File: config.mk
export PLATFORM = sky130hd
export DESIGN_NAME = dma_top
export DESIGN_NICKNAME = d
export VERILOG_FILES = /design/src/verilog/dma_pkg.sv /design/src/verilog/dma_addr_gen.sv /design/src/verilog/dma_apb_regs.sv /design/src/verilog/dma_byte_mover.sv /design/src/verilog/dma_scratch_mem.sv /design/src/verilog/dma_top.sv
export VERILOG_INCLUDE_DIRS = /design/src /design/src/include
export SDC_FILE = /design/constraint.sdc
export NUM_CORES = 2
export LEC_CHECK = 0
export BUFFER_PORTS_ARGS = -buffer_cell sky130_fd_sc_hd__buf_4
export CORE_ASPECT_RATIO = 0.7
export CORE_MARGIN = 2
export CORE_UTILIZATION = 55
export CTS_CLUSTER_DIAMETER = 30
export CTS_CLUSTER_SIZE = 14
export DETAILED_ROUTE_END_ITERATION = 6
export PLACE_DENSITY = 0.72
export SETUP_SLACK_MARGIN = 0.2
export SLEW_MARGIN = 20
export SYNTH_ARGS = -nofsm -noshare
export SYNTH_HDL_FRONTEND = slang
export SYNTH_HIERARCHICAL = 1
export SYNTH_SLANG_ARGS = --single-unit
export TNS_END_PERCENT = 1
File: constraint.sdc
create_clock -name clk -period 3.3 [get_ports clk]
set_clock_uncertainty 0.05 [all_clocks]
set_input_delay 0.66 -clock clk [delete_from_list [all_inputs] [get_ports clk]]
set_output_delay 0.66 -clock clk [all_outputs]
set_load 0.03 [all_outputs]
File: src/include/dma_settings.svh
// dma copy engine settings
// widths, memory depth and the apb register map
`ifndef DMA_SETTINGS_SVH
`define DMA_SETTINGS_SVH

// memory word and byte lanes
`define DMA_DATA_W          32
`define DMA_BYTES_PER_WORD  4
`define DMA_MEM_WORDS       64

// byte address into scratch memory, wraps at 256
`define DMA_ADDR_W          8

// apb side
`define DMA_APB_ADDR_W      12
`define DMA_REG_SRC         12'h000
`define DMA_REG_DST         12'h004
`define DMA_REG_LEN         12'h008
`define DMA_REG_CTRL        12'h00C
// 256 byte memory window, word aligned
`define DMA_MEM_BASE        12'h400

`endif

File: src/verilog/dma_pkg.sv
// dma copy engine types
// address types and the two views of a memory word
`include "dma_settings.svh"

package dma_pkg;

    // ----------------------------------------------------------------------
    // addressing
    // ----------------------------------------------------------------------

    // byte address, split as {word, lane}
    typedef logic [`DMA_ADDR_W-1:0] byte_addr_t;

    // word index into the 64 deep memory
    typedef logic [$clog2(`DMA_MEM_WORDS)-1:0] word_addr_t;

    // byte offset inside one word
    typedef logic [$clog2(`DMA_BYTES_PER_WORD)-1:0] lane_t;

    // ----------------------------------------------------------------------
    // memory word
    // ----------------------------------------------------------------------

    // apb window sees whole words, the byte mover sees lanes
    typedef union packed {
        logic [`DMA_DATA_W-1:0]                data;
        logic [`DMA_BYTES_PER_WORD-1:0][7:0]   bytes;
    } mem_word_t;

endpackage

File: src/verilog/dma_addr_gen.sv
// dma address generator, first pipeline stage
// walks src and dst one byte per cycle for len bytes
`timescale 1ns/1ps
`include "dma_settings.svh"

module dma_addr_gen (
    input  logic                    clk,
    input  logic                    reset_i,
    input  logic                    start_i,
    input  dma_pkg::byte_addr_t     src_i,
    input  dma_pkg::byte_addr_t     dst_i,
    input  logic [`DMA_ADDR_W:0]    len_i,
    output logic                    rd_en_o,
    output dma_pkg::word_addr_t     rd_word_o,
    output dma_pkg::lane_t          src_lane_o,
    output dma_pkg::byte_addr_t     dst_addr_o,
    output logic                    last_o
);
    import dma_pkg::*;

    localparam int LANE_W = $clog2(`DMA_BYTES_PER_WORD);

    logic                   active_q;
    logic [`DMA_ADDR_W:0]   remain_q;
    byte_addr_t             src_q;
    byte_addr_t             dst_q;

    // ----------------------------------------------------------------------
    // byte counter
    // ----------------------------------------------------------------------

    always_ff @(posedge clk) begin
        if (reset_i) begin
            active_q <= 1'b0;
            remain_q <= '0;
        end else if (start_i) begin
            active_q <= 1'b1;
            remain_q <= len_i;
        end else if (active_q) begin
            remain_q <= remain_q - 1'b1;
            // final byte goes out this cycle
            if (remain_q == 1) active_q <= 1'b0;
        end
    end

    // current addresses, 8 bit add wraps at 256
    always_ff @(posedge clk) begin
        if (start_i) begin
            src_q <= src_i;
            dst_q <= dst_i;
        end else if (active_q) begin
            src_q <= src_q + 1'b1;
            dst_q <= dst_q + 1'b1;
        end
    end

    // ----------------------------------------------------------------------
    // outputs to memory read port and mover
    // ----------------------------------------------------------------------

    assign rd_en_o    = active_q;
    assign rd_word_o  = src_q[`DMA_ADDR_W-1:LANE_W];
    assign src_lane_o = src_q[LANE_W-1:0];
    assign dst_addr_o = dst_q;
    assign last_o     = active_q & (remain_q == 1);

endmodule

File: src/verilog/dma_apb_regs.sv
// dma apb slave with src, dst, len and ctrl registers
// tracks busy and gates the memory window while a copy runs
`timescale 1ns/1ps
`include "dma_settings.svh"

module dma_apb_regs (
    input  logic                        clk,
    input  logic                        reset_i,
    input  logic                        psel_i,
    input  logic                        penable_i,
    input  logic                        pwrite_i,
    input  logic [`DMA_APB_ADDR_W-1:0]  paddr_i,
    input  logic [`DMA_DATA_W-1:0]      pwdata_i,
    output logic [`DMA_DATA_W-1:0]      prdata_o,
    output logic                        pready_o,
    output logic                        pslverr_o,
    output logic                        start_o,
    output dma_pkg::byte_addr_t         src_o,
    output dma_pkg::byte_addr_t         dst_o,
    output logic [`DMA_ADDR_W:0]        len_o,
    input  logic                        done_i,
    output logic                        busy_o,
    output logic                        win_rd_en_o,
    output logic                        win_wr_en_o,
    output dma_pkg::word_addr_t         win_word_o,
    output dma_pkg::mem_word_t          win_wdata_o,
    input  dma_pkg::mem_word_t          win_rdata_i
);
    import dma_pkg::*;

    localparam int LANE_W = $clog2(`DMA_BYTES_PER_WORD);
    localparam logic [`DMA_APB_ADDR_W-1:0] MEM_BASE = `DMA_MEM_BASE;

    byte_addr_t                 src_q;
    byte_addr_t                 dst_q;
    logic [`DMA_ADDR_W:0]       len_q;
    logic                       busy_q;
    logic                       start_q;
    logic                       rd_wait_q;
    logic                       access;
    logic                       hit_src, hit_dst, hit_len, hit_ctrl;
    logic                       hit_win;
    logic                       start_req;

    // ----------------------------------------------------------------------
    // address decode
    // ----------------------------------------------------------------------

    // access phase of an apb transfer
    assign access   = psel_i & penable_i;
    assign hit_src  = (paddr_i == `DMA_REG_SRC);
    assign hit_dst  = (paddr_i == `DMA_REG_DST);
    assign hit_len  = (paddr_i == `DMA_REG_LEN);
    assign hit_ctrl = (paddr_i == `DMA_REG_CTRL);
    // window covers base .. base+255, low two bits ignored
    assign hit_win  = (paddr_i[`DMA_APB_ADDR_W-1:`DMA_ADDR_W] ==
                       MEM_BASE[`DMA_APB_ADDR_W-1:`DMA_ADDR_W]);

    // start only from idle with a non-zero length
    assign start_req = access & pwrite_i & hit_ctrl & pwdata_i[0] &
                       ~busy_q & (len_q != '0);

    // ----------------------------------------------------------------------
    // registers
    // ----------------------------------------------------------------------

    always_ff @(posedge clk) begin
        if (reset_i) begin
            src_q <= '0;
            dst_q <= '0;
            len_q <= '0;
        end else if (access && pwrite_i) begin
            // register writes complete in the first access cycle
            if (hit_src) src_q <= pwdata_i[`DMA_ADDR_W-1:0];
            if (hit_dst) dst_q <= pwdata_i[`DMA_ADDR_W-1:0];
            if (hit_len) len_q <= pwdata_i[`DMA_ADDR_W:0];
        end
    end

    // busy rises with the start write, falls on done from the mover
    always_ff @(posedge clk) begin
        if (reset_i) begin
            busy_q    <= 1'b0;
            start_q   <= 1'b0;
            rd_wait_q <= 1'b0;
        end else begin
            start_q   <= start_req;
            rd_wait_q <= win_rd_en_o;
            if (start_req) begin
                busy_q <= 1'b1;
            end else if (done_i) begin
                busy_q <= 1'b0;
            end
        end
    end

    // ----------------------------------------------------------------------
    // memory window
    // ----------------------------------------------------------------------

    // window waits while the pipeline owns the memory
    assign win_wr_en_o = access & hit_win & pwrite_i & ~busy_q;
    // issue the read once, data comes back next cycle
    assign win_rd_en_o = access & hit_win & ~pwrite_i & ~busy_q & ~rd_wait_q;
    assign win_word_o  = paddr_i[`DMA_ADDR_W-1:LANE_W];

    always_comb begin
        win_wdata_o.data = pwdata_i;
    end

    // ----------------------------------------------------------------------
    // apb response
    // ----------------------------------------------------------------------

    always_comb begin
        pready_o = 1'b0;
        if (access) begin
            if (hit_win) begin
                pready_o = pwrite_i ? ~busy_q : rd_wait_q;
            end else begin
                // registers and decode errors finish at once
                pready_o = 1'b1;
            end
        end
    end

    assign pslverr_o = access & ~(hit_src | hit_dst | hit_len | hit_ctrl | hit_win);

    always_comb begin
        prdata_o = '0;
        if (hit_src)  prdata_o[`DMA_ADDR_W-1:0] = src_q;
        if (hit_dst)  prdata_o[`DMA_ADDR_W-1:0] = dst_q;
        if (hit_len)  prdata_o[`DMA_ADDR_W:0]   = len_q;
        if (hit_ctrl) prdata_o[0]               = busy_q;
        if (hit_win)  prdata_o                  = win_rdata_i.data;
    end

    assign start_o = start_q;
    assign src_o   = src_q;
    assign dst_o   = dst_q;
    assign len_o   = len_q;
    assign busy_o  = busy_q;

endmodule

File: src/verilog/dma_byte_mover.sv
// dma byte mover, third pipeline stage
// lifts the source lane out of the read word and writes it to the dst lane
`timescale 1ns/1ps
`include "dma_settings.svh"

module dma_byte_mover (
    input  logic                            clk,
    input  logic                            reset_i,
    input  logic                            valid_i,
    input  dma_pkg::lane_t                  src_lane_i,
    input  dma_pkg::byte_addr_t             dst_addr_i,
    input  logic                            last_i,
    input  dma_pkg::mem_word_t              rd_data_i,
    output logic                            wr_en_o,
    output dma_pkg::word_addr_t             wr_word_o,
    output logic [`DMA_BYTES_PER_WORD-1:0]  wr_strb_o,
    output dma_pkg::mem_word_t              wr_data_o,
    output logic                            done_o
);
    import dma_pkg::*;

    localparam int LANE_W = $clog2(`DMA_BYTES_PER_WORD);

    logic       valid_q;
    logic       last_q;
    logic       done_q;
    lane_t      lane_q;
    byte_addr_t dst_q;
    logic [7:0] src_byte;

    // ----------------------------------------------------------------------
    // stage register, lines up with the registered read data
    // ----------------------------------------------------------------------

    always_ff @(posedge clk) begin
        if (reset_i) begin
            valid_q <= 1'b0;
            done_q  <= 1'b0;
        end else begin
            valid_q <= valid_i;
            // pulse once the last byte is written
            done_q  <= valid_q & last_q;
        end
    end

    always_ff @(posedge clk) begin
        lane_q <= src_lane_i;
        dst_q  <= dst_addr_i;
        last_q <= last_i;
    end

    // ----------------------------------------------------------------------
    // realign and write
    // ----------------------------------------------------------------------

    assign src_byte = rd_data_i.bytes[lane_q];

    always_comb begin
        // byte copied to every lane, strobe picks one
        wr_data_o.bytes = {`DMA_BYTES_PER_WORD{src_byte}};
        wr_strb_o = '0;
        wr_strb_o[dst_q[LANE_W-1:0]] = 1'b1;
    end

    assign wr_en_o   = valid_q;
    assign wr_word_o = dst_q[`DMA_ADDR_W-1:LANE_W];
    assign done_o    = done_q;

endmodule

File: src/verilog/dma_scratch_mem.sv
// scratch memory, 64 x 32 bit
// registered read port, byte strobed write port
`timescale 1ns/1ps
`include "dma_settings.svh"

module dma_scratch_mem (
    input  logic                            clk,
    input  logic                            rd_en_i,
    input  dma_pkg::word_addr_t             rd_word_i,
    output dma_pkg::mem_word_t              rd_data_o,
    input  logic                            wr_en_i,
    input  dma_pkg::word_addr_t             wr_word_i,
    input  logic [`DMA_BYTES_PER_WORD-1:0]  wr_strb_i,
    input  dma_pkg::mem_word_t              wr_data_i
);
    import dma_pkg::*;

    mem_word_t mem [`DMA_MEM_WORDS];
    mem_word_t rd_data_q;

    // read returns old contents on a same-word write
    always_ff @(posedge clk) begin
        if (rd_en_i) begin
            rd_data_q <= mem[rd_word_i];
        end
    end

    // one enable per byte lane
    always_ff @(posedge clk) begin
        if (wr_en_i) begin
            for (int b = 0; b < `DMA_BYTES_PER_WORD; b++) begin
                if (wr_strb_i[b]) mem[wr_word_i].bytes[b] <= wr_data_i.bytes[b];
            end
        end
    end

    assign rd_data_o = rd_data_q;

endmodule

File: src/verilog/dma_top.sv
// dma copy engine top level
// apb registers, three stage byte pipeline and scratch memory
`timescale 1ns/1ps
`include "dma_settings.svh"

module dma_top (
    input  logic                        clk,
    input  logic                        reset_i,
    input  logic                        psel_i,
    input  logic                        penable_i,
    input  logic                        pwrite_i,
    input  logic [`DMA_APB_ADDR_W-1:0]  paddr_i,
    input  logic [`DMA_DATA_W-1:0]      pwdata_i,
    output logic [`DMA_DATA_W-1:0]      prdata_o,
    output logic                        pready_o,
    output logic                        pslverr_o,
    output logic                        busy_o
);
    import dma_pkg::*;

    // register block to pipeline
    logic                           start;
    byte_addr_t                     cfg_src;
    byte_addr_t                     cfg_dst;
    logic [`DMA_ADDR_W:0]           cfg_len;
    logic                           done;
    logic                           busy;

    // window side
    logic                           win_rd_en;
    logic                           win_wr_en;
    word_addr_t                     win_word;
    mem_word_t                      win_wdata;

    // stage one outputs
    logic                           gen_rd_en;
    word_addr_t                     gen_rd_word;
    lane_t                          gen_lane;
    byte_addr_t                     gen_dst;
    logic                           gen_last;

    // stage three outputs
    logic                           mov_wr_en;
    word_addr_t                     mov_wr_word;
    logic [`DMA_BYTES_PER_WORD-1:0] mov_wr_strb;
    mem_word_t                      mov_wr_data;

    // memory ports
    logic                           mem_rd_en;
    word_addr_t                     mem_rd_word;
    mem_word_t                      mem_rd_data;
    logic                           mem_wr_en;
    word_addr_t                     mem_wr_word;
    logic [`DMA_BYTES_PER_WORD-1:0] mem_wr_strb;
    mem_word_t                      mem_wr_data;

    dma_apb_regs u_regs (
        .clk         (clk),
        .reset_i     (reset_i),
        .psel_i      (psel_i),
        .penable_i   (penable_i),
        .pwrite_i    (pwrite_i),
        .paddr_i     (paddr_i),
        .pwdata_i    (pwdata_i),
        .prdata_o    (prdata_o),
        .pready_o    (pready_o),
        .pslverr_o   (pslverr_o),
        .start_o     (start),
        .src_o       (cfg_src),
        .dst_o       (cfg_dst),
        .len_o       (cfg_len),
        .done_i      (done),
        .busy_o      (busy),
        .win_rd_en_o (win_rd_en),
        .win_wr_en_o (win_wr_en),
        .win_word_o  (win_word),
        .win_wdata_o (win_wdata),
        .win_rdata_i (mem_rd_data)
    );

    dma_addr_gen u_gen (
        .clk        (clk),
        .reset_i    (reset_i),
        .start_i    (start),
        .src_i      (cfg_src),
        .dst_i      (cfg_dst),
        .len_i      (cfg_len),
        .rd_en_o    (gen_rd_en),
        .rd_word_o  (gen_rd_word),
        .src_lane_o (gen_lane),
        .dst_addr_o (gen_dst),
        .last_o     (gen_last)
    );

    // ----------------------------------------------------------------------
    // memory port select, pipeline while busy, apb window while idle
    // ----------------------------------------------------------------------

    assign mem_rd_en   = busy ? gen_rd_en   : win_rd_en;
    assign mem_rd_word = busy ? gen_rd_word : win_word;
    assign mem_wr_en   = busy ? mov_wr_en   : win_wr_en;
    assign mem_wr_word = busy ? mov_wr_word : win_word;
    // window writes are always full words
    assign mem_wr_strb = busy ? mov_wr_strb : '1;
    assign mem_wr_data = busy ? mov_wr_data : win_wdata;

    dma_scratch_mem u_mem (
        .clk       (clk),
        .rd_en_i   (mem_rd_en),
        .rd_word_i (mem_rd_word),
        .rd_data_o (mem_rd_data),
        .wr_en_i   (mem_wr_en),
        .wr_word_i (mem_wr_word),
        .wr_strb_i (mem_wr_strb),
        .wr_data_i (mem_wr_data)
    );

    dma_byte_mover u_mover (
        .clk        (clk),
        .reset_i    (reset_i),
        .valid_i    (gen_rd_en),
        .src_lane_i (gen_lane),
        .dst_addr_i (gen_dst),
        .last_i     (gen_last),
        .rd_data_i  (mem_rd_data),
        .wr_en_o    (mov_wr_en),
        .wr_word_o  (mov_wr_word),
        .wr_strb_o  (mov_wr_strb),
        .wr_data_o  (mov_wr_data),
        .done_o     (done)
    );

    assign busy_o = busy;

endmodule
==> summary.md <==
| Metric | Value |
|---|---|
| Post-Place Cells | `around 6400` |
| Crit path time final | `~3.3 ns` |
| Top post-synthesis cells by area | `edfxtp_1 (74%), mux4_2 (15%), nor2_1 (1.4%)` |
| Post-synth top area cell | `edfxtp_1` |
| Root Driver | `clkbuf_16` |
| CTS tree | `built` |
| Clock transition at path regs | `~0.06 ns` |
| CP Capture Type | `flop` |
| Drt pass-1 iters | `6` |
| Initial antenna violation count | `11` |
| Maximum vdd ir drop | `664.3 uV` |
| HP Class | `primary input to flop` |
| Pwr dens | `between 600 and 700 mW/mm^2` |
| CP cell instances | `buf_4 > mux2_8 > buf_12 > nand2b_1 > buf_4 > o22ai_1 > o211ai_1 > o211ai_1` |
| Most common cell after layout, fill and taps aside | `edfxtp_1` |
| RSZ-0062 raised after global routing | `true` |
| EDFF count, synth | `between 2000 and 2500` |
| Pins over their slew limit | `0` |
| Share of layout cells above drive strength 1 | `a little under two fifths` |
| First-pass GRT wire length | `341.9 mm` |
| Clk_lat worst skew | `roughly 0.92 ns` |
| Fin worst setup slack | `between 0.04 and 0.05 ns` |
| Total of max-cap violations | `0` |
| Die area | `0.1576 sq mm` |
| Setup violations, final | `0` |
| DRC viols | `0` |
| Warnings from Yosys | `6` |
| Post-Route WL | `roughly 240 mm` |
| Max Buffers Root-to-Sink | `4` |
| Boundary Pins | `84` |
| CORE AREA | `about 0.15 sq mm` |
| Async S/R FF share, synth | `0%` |
| # fillers | `9351` |
| Total gr overflow | `0` |
| Total power | `between 60 and 70 mW` |
| Mapped cell area | `approximately 0.085 sq mm` |
| Yosys top cell area share | `between 70% and 80%` |
| Seq cells post-synth | `between 2000 and 2500` |
| Slew @ Worst Pin | `0.8673 ns` |
| Sinks on Clock Net | `2147` |
| Row cnt | `120` |
| Drt wl/cell | `34.85 microns` |
| Commonest non-fill, non-tap cells in the layout | `edfxtp_1 (2096), buf_4 (575), mux4_2 (551)` |
| Die height | `between 300 and 400 microns` |
| Fmax | `roughly 310 MHz` |
| Hold path start | `pwdata_i[7]` |
| Max FO, Critical Path | `42` |
| Critical path class | `flop to flop` |
| Final hold viol count | `0` |
| Starting density of the core | `a little under three fifths` |
| Inserted Clock Buffers | `~290` |
| Reg-to-reg startpoint | `u_regs/busy_o` |
| Setup TNS | `0 ns` |
| Mean Syn Cell Area | `roughly 21 sq um` |
| Post-route ant nets | `0` |
| Syn Inst Count | `about 4100` |
| Critical path's largest stage delay | `around 0.64 ns` |
| Finished Layout Cells | `approximately 6900` |
| Vias | `46630` |
| P_leak | `33.46 nW` |
| DP HPWL | `155.0 mm` |
| Syn_nets | `4112` |
| Vias per cell | `around 6.7` |
| Total track usage | `between 30% and 40%` |
| CP required | `3.86 ns` |
| Final nets | `roughly 4800` |
| Crit start category | `flop` |
| Critical Path Slowest Stage Cell | `o211ai_1` |
| Register area share after synthesis | `about three quarters` |
| Final RePlAce weighted congestion | `about 0.96` |
| Relative slew slack | `a little over two fifths` |
| Largest net degree at the start of global routing | `between 60 and 70` |
| Pre-CTS WS | `-0.4730 ns` |
| Dominant synthesized flop cell | `edfxtp_1` |
| DR iter-0 viols | `~7400` |
| WP data arrival | `about 3.8 ns` |
| Layout area overhead | `19.94%` |
| Critical Path Source | `u_regs/busy_o` |
| Vias in the first global route | `~46000` |
| Netlist cell types | `between 60 and 70` |
| Tcrit/Tclk final | `98.72%` |
| H-Tree Level Count | `5` |
| Die width | `approximately 470 microns` |
| IO buf count | `83` |
| Status | `finished clean` |
==> registers in the layout, indices dropped and copies added (netlist names), 2 cells and up <==
register / count
u_mem/mem: 2048
u_mem/rd_data_o: 32
u_gen/remain_q: 9
u_regs/len_o: 9
u_gen/dst_addr_o: 8
u_gen/src_q: 8
u_mover/dst_q: 8
u_regs/dst_o: 8
u_regs/src_o: 8
u_mover/lane_q: 2
==> synthesized netlist by cell type, types with 5 or more instances <==
library cell and count:
buf_2 64, dfxtp_1 51, buf_6 19, inv_1 6, buf_4 100, and3_1 22
edfxtp_1 2096, mux2i_1 111, xor2_1 6, nor2_1 322, a221oi_1 17, mux2_4 46
nand2_1 111, nor3b_1 8, a21oi_1 35, nor2b_1 12, mux4_2 551, mux2_2 29
clkbuf_1 96, a31oi_1 6, a22oi_1 56, o21ai_0 24, o211ai_1 24, a22o_1 11
a311oi_1 5, nor3_1 24, buf_1 23, o221ai_1 15, or4_1 8, a221o_1 5
nand3_1 23, o22ai_1 43, and2_1 6, nand2b_1 16
==> power by group <==
part	total, mW	internal, mW	leakage [nW]	switching [mW]
Clock	30.9	18.9	4.60	12.0
Sequential	29.9	29.9	19.3	0.00367
Combinational	2.96	1.20	9.61	1.76
Total	63.8	50.0	33.5	13.7
==> worst paths after layout <==
kind                         endpoint  slack (ns)  cells after the start
hold / removal        u_regs/len_o[7]        0.07                      3
hold reg to reg      u_mover/dst_q[7]        0.35                      0
setup reg to reg  u_mem/rd_data_o[14]        0.04                      8
setup / recovery  u_mem/rd_data_o[14]        0.04                      8
==> metal layers <==
metal,vias to the layer above,track usage (%),share of wire (%)
met3,516,11.02,15
met4,18,11.57,3.8
met2,3649,43.01,43
met5,-,0,0.052
met1,24270,45.30,38
li1,18180,-,-
==> metrics by stage <==
step           hold WS [ns]  utilization, %  instance area (sq um)
6_report            0.06691           66.51                 101900
2_1_floorplan        0.3070               -                  85100
3_5_place_dp         0.3269           60.09                  92020
4_1_cts           0.0001318           66.39                 101700
5_1_grt             0.03261           66.51                 101900
3_3_place_gp         0.3266           60.07                  92000
==> critical path, delay by kind of cell (launching register included) <==
| family | cells | cell delay, ns |
|---|---|---|
| flip-flops | 1 | 0.39 |
| multiplexers | 1 | 0.38 |
| buffers and inverters | 3 | 0.77 |
| AO/OA/AOI/OAI | 3 | 0.89 |
| AND/OR/NAND/NOR | 1 | 0.44 |
==> repair_timing <==
action / CTS / global route
resized for setup: 7 / 17
pin swaps: 0 / 1
endpoints found under the hold margin: 8 / 0
cloned: 1 / 2
hold buffers: 5 / 0
setup endpoints to repair: 42 / 614
buffers inserted: 4 / 5
==> cell type report <==
| type | count | area, sq um | area share, % |
|---|---|---|---|
| inverters | 6 | 22.52 | 0.02211 |
| clock inverters | 178 | 2076 | 2.038 |
| multi-input cells | 1599 | 19490 | 19.13 |
| clock buffers | 323 | 7443 | 7.307 |
| repair buffers | 679 | 6344 | 6.227 |
| well taps | 2013 | 2519 | 2.473 |
| diodes | 2 | 5.005 | 0.004913 |
| flip-flops and latches | 2147 | 63970 | 62.79 |
==> cells by family (layout without fill, tap and decap cells) <==
| group | after synthesis | after routing | synth area share (%) |
|---|---|---|---|
| XOR/XNOR | 8 | 8 | 0.08250 |
| flip-flops | 2147 | 2147 | 75.31 |
| AND/OR/NAND/NOR | 593 | 593 | 3.151 |
| AO/OA/AOI/OAI | 256 | 256 | 2.104 |
| other | 0 | 2 | 0 |
| multiplexers | 737 | 738 | 17.12 |
| adder cells (fa/ha/maj) | 4 | 4 | 0.05893 |
| buffers and inverters | 314 | 1186 | 2.174 |
(Power assumes the default switching activity.)
